**src/fe_pkg.sv**
```systemverilog
package fe_pkg;

    ////////////////////
    // Lane and datapath widths

    // Fetch and issue lanes, one FIFO bank per lane
    localparam int LANES = 2;

    // PC and instruction word
    localparam int XLEN = 32;

    // Reduced exception cause per lane
    localparam int EXC_W = 6;

    // Code for a lane with no fault
    localparam logic [EXC_W-1:0] EXC_NONE = '0;

    ////////////////////
    // Bank geometry

    // Entries per bank, kept a power of two
    localparam int DEPTH = 8;
    localparam int PTR_W = $clog2(DEPTH);

    ////////////////////
    // Entry layout, LSB first

    localparam int PC_LSB    = 0;
    localparam int INST_LSB  = PC_LSB + XLEN;
    localparam int EXC_LSB   = INST_LSB + XLEN;
    localparam int BR_BIT    = EXC_LSB + EXC_W;
    localparam int TAKEN_BIT = BR_BIT + 1;
    localparam int TGT_LSB   = TAKEN_BIT + 1;

    // Low means wrong path behind a predicted-taken branch
    localparam int VALID_BIT = TGT_LSB + XLEN;

    // 32 + 32 + 6 + 1 + 1 + 32 + 1 = 105
    localparam int ENTRY_W = VALID_BIT + 1;

endpackage

```
**src/fetch_capture.sv**
```systemverilog
`timescale 1ns/1ps

module fetch_capture (
    input  logic                                          clk,
    input  logic                                          rst,
    input  logic                                          flush_i,
    input  logic                                          stall_i,
    input  logic [fe_pkg::LANES-1:0]                      fetch_en_i,
    input  logic [fe_pkg::LANES-1:0][fe_pkg::XLEN-1:0]    pc_i,
    input  logic [fe_pkg::LANES-1:0][fe_pkg::XLEN-1:0]    inst_i,
    input  logic [fe_pkg::LANES-1:0][fe_pkg::EXC_W-1:0]   exc_i,
    input  logic [fe_pkg::LANES-1:0]                      is_branch_i,
    input  logic [fe_pkg::LANES-1:0]                      pred_taken_i,
    input  logic [fe_pkg::XLEN-1:0]                       pred_target_i,
    input  logic [fe_pkg::LANES-1:0][fe_pkg::PTR_W:0]     free_slots_i,
    output logic                                          fetch_ready_o,
    output logic [fe_pkg::LANES-1:0]                      push_o,
    output logic [fe_pkg::LANES-1:0][fe_pkg::ENTRY_W-1:0] push_data_o
);

    logic                                          live_q;
    logic                                          shadow_q;
    logic [fe_pkg::LANES-1:0]                      room_ok;
    logic [fe_pkg::LANES-1:0]                      accept;
    logic [fe_pkg::LANES-1:0]                      taken;
    logic [fe_pkg::LANES-1:0]                      behind_taken;
    logic [fe_pkg::LANES-1:0][fe_pkg::ENTRY_W-1:0] entry;

    ////////////////////
    // Back-pressure and acceptance

    // Two free slots per bank, one more if an entry is still in flight
    always_comb begin
        for (int b = 0; b < fe_pkg::LANES; b++) begin
            room_ok[b] = free_slots_i[b] >= (fe_pkg::PTR_W + 1)'(push_o[b] ? 3 : 2);
        end
    end

    assign fetch_ready_o = live_q & (&room_ok);

    // Fetch-side inputs are ignored during flush
    assign accept = fetch_en_i & {fe_pkg::LANES{fetch_ready_o & ~stall_i & ~flush_i}};
    assign taken  = accept & is_branch_i & pred_taken_i;

    ////////////////////
    // Branch shadow

    // Lane i is wrong path if the last group or an earlier lane was taken
    always_comb begin
        behind_taken[0] = shadow_q;
        for (int i = 1; i < fe_pkg::LANES; i++) begin
            behind_taken[i] = behind_taken[i-1] | taken[i-1];
        end
    end

    // Pack each lane into its bank entry
    always_comb begin
        for (int i = 0; i < fe_pkg::LANES; i++) begin
            entry[i] = '0;
            entry[i][fe_pkg::PC_LSB +: fe_pkg::XLEN]    = pc_i[i];
            entry[i][fe_pkg::INST_LSB +: fe_pkg::XLEN]  = inst_i[i];
            entry[i][fe_pkg::EXC_LSB +: fe_pkg::EXC_W]  = exc_i[i];
            entry[i][fe_pkg::BR_BIT]                    = is_branch_i[i];
            entry[i][fe_pkg::TAKEN_BIT]                 = pred_taken_i[i];
            entry[i][fe_pkg::TGT_LSB +: fe_pkg::XLEN]   = pred_target_i;
            entry[i][fe_pkg::VALID_BIT]                 = ~behind_taken[i];
        end
    end

    ////////////////////
    // Capture register

    always_ff @(posedge clk) begin
        if (rst) begin
            live_q   <= 1'b0;
            shadow_q <= 1'b0;
            push_o   <= '0;
        end else begin
            live_q <= 1'b1;
            push_o <= accept;
            if (flush_i) begin
                shadow_q <= 1'b0;
            end else if (|accept) begin
                // Group history only moves on an accepted group
                shadow_q <= |taken;
            end
        end
    end

    always_ff @(posedge clk) begin
        for (int i = 0; i < fe_pkg::LANES; i++) begin
            push_data_o[i] <= accept[i] ? entry[i] : '0;
        end
    end

endmodule

```
**src/inst_fifo.sv**
```systemverilog
`timescale 1ns/1ps

module inst_fifo (
    input  logic                       clk,
    input  logic                       rst,
    input  logic                       flush_i,
    input  logic                       push_i,
    input  logic [fe_pkg::ENTRY_W-1:0] push_data_i,
    input  logic                       pop_i,
    output logic [fe_pkg::ENTRY_W-1:0] head_o,
    output logic                       empty_o,
    output logic [fe_pkg::PTR_W:0]     free_slots_o
);

    logic [fe_pkg::ENTRY_W-1:0] mem [fe_pkg::DEPTH];
    logic [fe_pkg::PTR_W-1:0]   wr_ptr;
    logic [fe_pkg::PTR_W-1:0]   rd_ptr;
    logic [fe_pkg::PTR_W:0]     count;
    logic                       full;
    logic                       do_push;
    logic                       do_pop;

    // Wrap at the last slot
    function automatic logic [fe_pkg::PTR_W-1:0] next_ptr(
        input logic [fe_pkg::PTR_W-1:0] ptr
    );
        if (ptr == fe_pkg::PTR_W'(fe_pkg::DEPTH - 1)) begin
            return '0;
        end
        return ptr + 1'b1;
    endfunction

    assign full    = count == (fe_pkg::PTR_W + 1)'(fe_pkg::DEPTH);
    assign empty_o = count == '0;

    // A full bank still takes a push when the head leaves in the same cycle
    assign do_pop  = pop_i & ~empty_o;
    assign do_push = push_i & (~full | do_pop);

    ////////////////////
    // Pointers and occupancy

    always_ff @(posedge clk) begin
        if (rst || flush_i) begin
            wr_ptr <= '0;
            rd_ptr <= '0;
            count  <= '0;
        end else begin
            if (do_push) begin
                wr_ptr <= next_ptr(wr_ptr);
            end
            if (do_pop) begin
                rd_ptr <= next_ptr(rd_ptr);
            end
            case ({do_push, do_pop})
                2'b10:   count <= count + 1'b1;
                2'b01:   count <= count - 1'b1;
                default: count <= count;
            endcase
        end
    end

    ////////////////////
    // Storage

    always_ff @(posedge clk) begin
        if (do_push) begin
            mem[wr_ptr] <= push_data_i;
        end
    end

    // Show-ahead head entry
    assign head_o = mem[rd_ptr];

    assign free_slots_o = (fe_pkg::PTR_W + 1)'(fe_pkg::DEPTH) - count;

endmodule

```
**src/issue_select.sv**
```systemverilog
`timescale 1ns/1ps

module issue_select (
    input  logic                                          stall_i,
    input  logic [fe_pkg::LANES-1:0]                      send_en_i,
    input  logic [fe_pkg::LANES-1:0][fe_pkg::ENTRY_W-1:0] head_i,
    input  logic [fe_pkg::LANES-1:0]                      empty_i,
    output logic [fe_pkg::LANES-1:0]                      pop_o,
    output logic [fe_pkg::LANES-1:0]                      issue_valid_o,
    output logic [fe_pkg::LANES-1:0][fe_pkg::XLEN-1:0]    issue_pc_o,
    output logic [fe_pkg::LANES-1:0][fe_pkg::XLEN-1:0]    issue_inst_o,
    output logic [fe_pkg::LANES-1:0][fe_pkg::EXC_W-1:0]   issue_exc_o,
    output logic [fe_pkg::LANES-1:0]                      issue_is_branch_o,
    output logic [fe_pkg::LANES-1:0]                      issue_pred_taken_o,
    output logic [fe_pkg::LANES-1:0][fe_pkg::XLEN-1:0]    issue_pred_target_o,
    output logic [fe_pkg::LANES-1:0]                      issue_slot_valid_o
);

    logic [fe_pkg::LANES-1:0] fire;

    // Each lane issues on its own send enable
    assign fire = send_en_i & ~empty_i & {fe_pkg::LANES{~stall_i}};

    // Head leaves its bank at the edge ending the issue cycle
    assign pop_o         = fire;
    assign issue_valid_o = fire;

    ////////////////////
    // Unpack head entries

    always_comb begin
        for (int i = 0; i < fe_pkg::LANES; i++) begin
            if (fire[i]) begin
                issue_pc_o[i]          = head_i[i][fe_pkg::PC_LSB +: fe_pkg::XLEN];
                issue_inst_o[i]        = head_i[i][fe_pkg::INST_LSB +: fe_pkg::XLEN];
                issue_exc_o[i]         = head_i[i][fe_pkg::EXC_LSB +: fe_pkg::EXC_W];
                issue_is_branch_o[i]   = head_i[i][fe_pkg::BR_BIT];
                issue_pred_taken_o[i]  = head_i[i][fe_pkg::TAKEN_BIT];
                issue_pred_target_o[i] = head_i[i][fe_pkg::TGT_LSB +: fe_pkg::XLEN];
                issue_slot_valid_o[i]  = head_i[i][fe_pkg::VALID_BIT];
            end else begin
                // Idle lane shows zeros to decode
                issue_pc_o[i]          = '0;
                issue_inst_o[i]        = '0;
                issue_exc_o[i]         = '0;
                issue_is_branch_o[i]   = 1'b0;
                issue_pred_taken_o[i]  = 1'b0;
                issue_pred_target_o[i] = '0;
                issue_slot_valid_o[i]  = 1'b0;
            end
        end
    end

endmodule

```
**src/inst_buffer_top.sv**
```systemverilog
`timescale 1ns/1ps

module inst_buffer_top (
    input  logic                                        clk,
    input  logic                                        rst,
    input  logic                                        flush_i,
    input  logic                                        stall_i,
    // Fetch side
    input  logic [fe_pkg::LANES-1:0]                    fetch_en_i,
    input  logic [fe_pkg::LANES-1:0][fe_pkg::XLEN-1:0]  pc_i,
    input  logic [fe_pkg::LANES-1:0][fe_pkg::XLEN-1:0]  inst_i,
    input  logic [fe_pkg::LANES-1:0][fe_pkg::EXC_W-1:0] exc_i,
    input  logic [fe_pkg::LANES-1:0]                    is_branch_i,
    input  logic [fe_pkg::LANES-1:0]                    pred_taken_i,
    input  logic [fe_pkg::XLEN-1:0]                     pred_target_i,
    output logic                                        fetch_ready_o,
    // Decode side
    input  logic [fe_pkg::LANES-1:0]                    send_en_i,
    output logic [fe_pkg::LANES-1:0]                    issue_valid_o,
    output logic [fe_pkg::LANES-1:0][fe_pkg::XLEN-1:0]  issue_pc_o,
    output logic [fe_pkg::LANES-1:0][fe_pkg::XLEN-1:0]  issue_inst_o,
    output logic [fe_pkg::LANES-1:0][fe_pkg::EXC_W-1:0] issue_exc_o,
    output logic [fe_pkg::LANES-1:0]                    issue_is_branch_o,
    output logic [fe_pkg::LANES-1:0]                    issue_pred_taken_o,
    output logic [fe_pkg::LANES-1:0][fe_pkg::XLEN-1:0]  issue_pred_target_o,
    output logic [fe_pkg::LANES-1:0]                    issue_slot_valid_o
);

    logic [fe_pkg::LANES-1:0]                      push;
    logic [fe_pkg::LANES-1:0][fe_pkg::ENTRY_W-1:0] push_data;
    logic [fe_pkg::LANES-1:0][fe_pkg::PTR_W:0]     free_slots;
    logic [fe_pkg::LANES-1:0][fe_pkg::ENTRY_W-1:0] head;
    logic [fe_pkg::LANES-1:0]                      empty;
    logic [fe_pkg::LANES-1:0]                      pop;

    fetch_capture u_capture (
        .clk           (clk),
        .rst           (rst),
        .flush_i       (flush_i),
        .stall_i       (stall_i),
        .fetch_en_i    (fetch_en_i),
        .pc_i          (pc_i),
        .inst_i        (inst_i),
        .exc_i         (exc_i),
        .is_branch_i   (is_branch_i),
        .pred_taken_i  (pred_taken_i),
        .pred_target_i (pred_target_i),
        .free_slots_i  (free_slots),
        .fetch_ready_o (fetch_ready_o),
        .push_o        (push),
        .push_data_o   (push_data)
    );

    ////////////////////
    // One bank per lane

    for (genvar i = 0; i < fe_pkg::LANES; i++) begin : gen_bank
        inst_fifo u_fifo (
            .clk          (clk),
            .rst          (rst),
            .flush_i      (flush_i),
            .push_i       (push[i]),
            .push_data_i  (push_data[i]),
            .pop_i        (pop[i]),
            .head_o       (head[i]),
            .empty_o      (empty[i]),
            .free_slots_o (free_slots[i])
        );
    end

    issue_select u_issue (
        .stall_i             (stall_i),
        .send_en_i           (send_en_i),
        .head_i              (head),
        .empty_i             (empty),
        .pop_o               (pop),
        .issue_valid_o       (issue_valid_o),
        .issue_pc_o          (issue_pc_o),
        .issue_inst_o        (issue_inst_o),
        .issue_exc_o         (issue_exc_o),
        .issue_is_branch_o   (issue_is_branch_o),
        .issue_pred_taken_o  (issue_pred_taken_o),
        .issue_pred_target_o (issue_pred_target_o),
        .issue_slot_valid_o  (issue_slot_valid_o)
    );

endmodule

```
**config.mk**
```make
export PLATFORM = sky130hd
export DESIGN_NAME = inst_buffer_top
export DESIGN_NICKNAME = d
export VERILOG_FILES = /design/src/fe_pkg.sv /design/src/fetch_capture.sv /design/src/inst_fifo.sv /design/src/issue_select.sv /design/src/inst_buffer_top.sv
export SDC_FILE = /design/constraint.sdc
export NUM_CORES = 2
export LEC_CHECK = 0
export BUFFER_PORTS_ARGS = -buffer_cell sky130_fd_sc_hd__buf_2
export CELL_PAD_IN_SITES_DETAIL_PLACEMENT = 1
export CELL_PAD_IN_SITES_GLOBAL_PLACEMENT = 2
export CORE_MARGIN = 2
export CORE_UTILIZATION = 51
export CTS_CLUSTER_SIZE = 30
export DETAILED_ROUTE_END_ITERATION = 7
export PLACE_DENSITY_LB_ADDON = 0.12
export SETUP_SLACK_MARGIN = 0.5
export SLEW_MARGIN = 20
export SYNTH_ARGS = -nofsm -noshare
export SYNTH_HDL_FRONTEND = slang
export SYNTH_SLANG_ARGS = --single-unit
```
**constraint.sdc**
```tcl
create_clock -name clk -period 21 [get_ports clk]
set_clock_uncertainty 0.1 [all_clocks]
set_input_delay 1.05 -clock clk [delete_from_list [all_inputs] [get_ports clk]]
set_output_delay 1.05 -clock clk [all_outputs]
set_load 0.1 [all_outputs]
```
==> impl_metrics.csv <==
group,metric,value,unit
worst_setup_path,crit_top_cell,"buf_4",
hold_path,hold_start,"pc_i[58]",
finish,drive_gt1_share,30.2,%
yosys,synth_area_leaders,"edfxtp_1 71%, mux4_2 13%, dfxtp_1 6.8%, mux2i_1 3.0%, and3_1 1.9%",
hold_path,hold_path_end,"u_capture.push_data_o[131]",
global_routing,grt_pass1_wl,244000,um
yosys,ys_ff_latch,1920,
yosys,synth_edf_count,1680,
detailed_routing,m1WireLength,69500,um
timing,slew_headroom,20.3,%
clock_network,htree_num_levels,4,
yosys,ys.flop_type,"edfxtp_1",
finish,layout.cells.non_filler,5748,
detailed_routing,wl_met3,9940,um
global_routing,grt_pass1_vias,36397,
yosys,synth.avg_cell_area,21.4,sq um
global_routing,track_usage,23.7,%
power_and_ir_drop,leakagePower,26.2,nW
yosys,netlist_top_cells_count,"1680 x edfxtp_1, 420 x mux4_2, 240 x dfxtp_1, 240 x nor2_1",
clock_network,path_clk_slew,0.06,ns
clock_network,clock_latency,0.81,ns
floorplan,die_y,377,um
yosys,synthDominantCellAreaShare,71.2,%
clock_network,clockRootBuffer,"clkbuf_16",
worst_setup_path,r2r_start,"gen_bank[0].u_fifo.count[0]",
floorplan,start_util,51.5,%
finish,finish.utilization,59.0,%
yosys,ys_types,38,
global_routing,grt_max_degree,157,
worst_setup_path,path_max_fanout,42,
detailed_routing,first_iter_violations,2384,
yosys,synth.most_common_cell,"edfxtp_1",
yosys,synth.net_count,3523,
worst_setup_path,reg2reg_depth,14,
detailed_routing,vias,33434,
placement,dp_cells,5371,
floorplan,die_area,142000,sq um
timing,tightestPinTransition,1.20,ns
floorplan,core.rowCount,136,
clock_network,post_cts_buffers,0,
worst_setup_path,arrival,4.70,ns
detailed_routing,highest_layer,"met5",
timing,finalSetupViolCount,0,
timing,rsz0062_at_grt,"no",
detailed_routing,wl,165000,um
floorplan,chipWidth,377,um
placement,gp_congestion,0.717,
global_routing,overflow,0,
timing,hold_slack,0.372,ns
clock_network,cts.repair.resized,0,
global_routing,antenna_found_initial,26,
worst_setup_path,path_cells,"buf_4, buf_4, mux2i_1, nor2_1, buf_2",
worst_setup_path,cp-start-kind,"register",
placement,port_buffers,396,
finish,area_growth,14.6,%
hold_path,hp-class,"in -> reg",
detailed_routing,firstDrtPassIters,5,
yosys,synthArstFlopShare,0,%
yosys,ys_seq_area_share,78.0,%
power_and_ir_drop,peakVddDrop,0.0763,mV
flow_run,cap_violations,0,
timing,hold_viol,0,
timing,final.setup.tns,0,ns
worst_setup_path,crit_path_end_kind,"output port",
timing,fmax,171,MHz
worst_setup_path,cp_slowest_cell,"buf_4",
yosys,netlist_area,70900,sq um
floorplan,io_pins,397,
yosys,yosys.area.top_type,"edfxtp_1",
detailed_routing,postRouteAntennaNets,0,
worst_setup_path,crit_type,"reg -> out",
floorplan,core,138000,sq um
run_status,status,"finished clean",
worst_setup_path,path_buf_inv,3,
worst_setup_path,path_delay_family,"buffers and inverters",
detailed_routing,wl_met2,82200,um
yosys,ys_warn_count,0,
worst_setup_path,required,19.85,ns
detailed_routing,viasPerCell,5.82,
clock_network,numCtsBuffers,194,
finish,filler_cell_count,11615,
hold_path,holdPathStages,2,
worst_setup_path,rr_endpoint,"gen_bank[0].u_fifo.count[3]",
placement,dp_hpwl,89300,um
detailed_routing,drc,0,
power_and_ir_drop,p_per_area,93.3,nW/um^2
detailed_routing,avgRoutedWirePerCell,28.8,um
timing,fin_crit_sh,27.9,%
power_and_ir_drop,finalPower,0.00758,W
clock_network,cts_tree,"yes",
worst_setup_path,regToRegSetupSlack,16.77,ns
clock_network,holdBufCountCts,0,
timing,fin_crit,5.85,ns
worst_setup_path,slowest_delay,0.88,ns
yosys,syn-instance-count,3319,
clock_network,cts_buffer_depth,3,
clock_network,numClockSinks,1920,
finish,fin_nets,3978,
timing,drv_slew,0,
-- worst register-to-register path: stages, from the launching register on --
cell      delay [ns]
dfxtp_1         0.35
inv_1           0.14
ha_1            0.20
nand2b_1        0.11
o21ai_4         0.13
buf_4           0.68
buf_4           0.85
inv_2           0.12
ha_1            0.29
ha_1            0.28
a21o_1          0.17
a21oi_1         0.17
xnor2_1         0.11
or3_1           0.31
a21oi_1         0.14
-- power by group --
group	switching, W	internal (W)
clock network	0.00141	0.00198
registers	0.0000135	0.00411
logic	0.0000367	0.0000203
-- sequential cells by signal, summed over array words and instances (netlist names), named ones only --
| name | cells |
|---|---|
| u_capture.shadow_q | 1 |
| gen_bank.u_fifo.wr_ptr | 6 |
| u_capture.push_o | 2 |
| gen_bank.u_fifo.count | 8 |
| u_capture.push_data_o | 210 |
| gen_bank.u_fifo.mem | 1680 |
| u_capture.live_q | 1 |
| gen_bank.u_fifo.rd_ptr | 6 |
-- cells by family after synthesis --
family                     share of synthesized area [%]
muxes                                               16.3
and+or+nand+nor                                     3.52
AOI/OAI and AO/OA                                  0.305
DFF                                                 78.0
buffers and inverters                               1.41
adders and majority gates                          0.374
xor gates and xnor gates                          0.0989
-- layout make-up --
type / instances / area [sq um] / share of cell area (%)
Antenna cell: 8 / 20.0 / 0.0247
Clock buffer: 285 / 5510 / 6.79
Clock inverter: 83 / 813 / 1.00
Inverter: 13 / 48.8 / 0.0601
Multi-Input combinational cell: 1193 / 14700 / 18.2
Sequential cell: 1920 / 55300 / 68.1
Tap cell: 1794 / 2240 / 2.76
Timing Repair Buffer: 452 / 2550 / 3.14
-- per-stage QoR --
stage | area [sq um] | setup slack, ns
after global placement | 74800 | 15.93
after CTS | 81100 | 14.97
after global routing | 81200 | 14.79
after detailed placement | 74800 | 15.86
after floorplan | 70900 | 8.64
final | 81200 | 15.15
-- metal layers --
metal / up-vias / GRT usage (%)
met1: 17886 / 32.2
li1: 14406 / -
met4: 28 / 6.49
met3: 241 / 5.42
met5: - / 0
met2: 873 / 38.7
-- how the worst max path moves through the flow --
| stage | start | endpoint | slack (ns) | cells after the start |
|---|---|---|---|---|
| 6_report | register | issue_pred_target_o[55] | 15.15 | 5 |
| 5_1_grt | register | issue_pc_o[33] | 14.79 | 6 |
| 4_1_cts | register | issue_pc_o[33] | 14.97 | 6 |
| 3_5_place_dp | register | issue_pc_o[33] | 15.86 | 6 |
| 3_3_place_gp | register | issue_pred_target_o[55] | 15.93 | 5 |
| 2_1_floorplan | send_en_i[1] | gen_bank[1].u_fifo.mem[0][0] | 8.64 | 3 |
-- placed cells by master, fill, tap and decap left out, types with 5 or more instances in the layout --
| cell type | count |
|---|---|
| nor3_1 | 5 |
| a21oi_1 | 19 |
| clkbuf_16 | 198 |
| and3_1 | 211 |
| mux2i_1 | 211 |
| edfxtp_1 | 1680 |
| clkbuf_8 | 23 |
| inv_1 | 6 |
| nor2_1 | 231 |
| inv_6 | 8 |
| clkinv_2 | 33 |
| nor2_4 | 9 |
| nor3_2 | 6 |
| mux4_2 | 420 |
| bufinv_16 | 13 |
| nand2_1 | 13 |
| buf_12 | 7 |
| diode_2 | 8 |
| ha_1 | 18 |
| clkinv_1 | 19 |
| inv_2 | 7 |
| buf_4 | 46 |
| nand2b_1 | 8 |
| buf_2 | 394 |
| clkbuf_1 | 64 |
| dfxtp_4 | 6 |
| dfxtp_1 | 234 |
No activity file was read; power rests on OpenSTA's default activity.
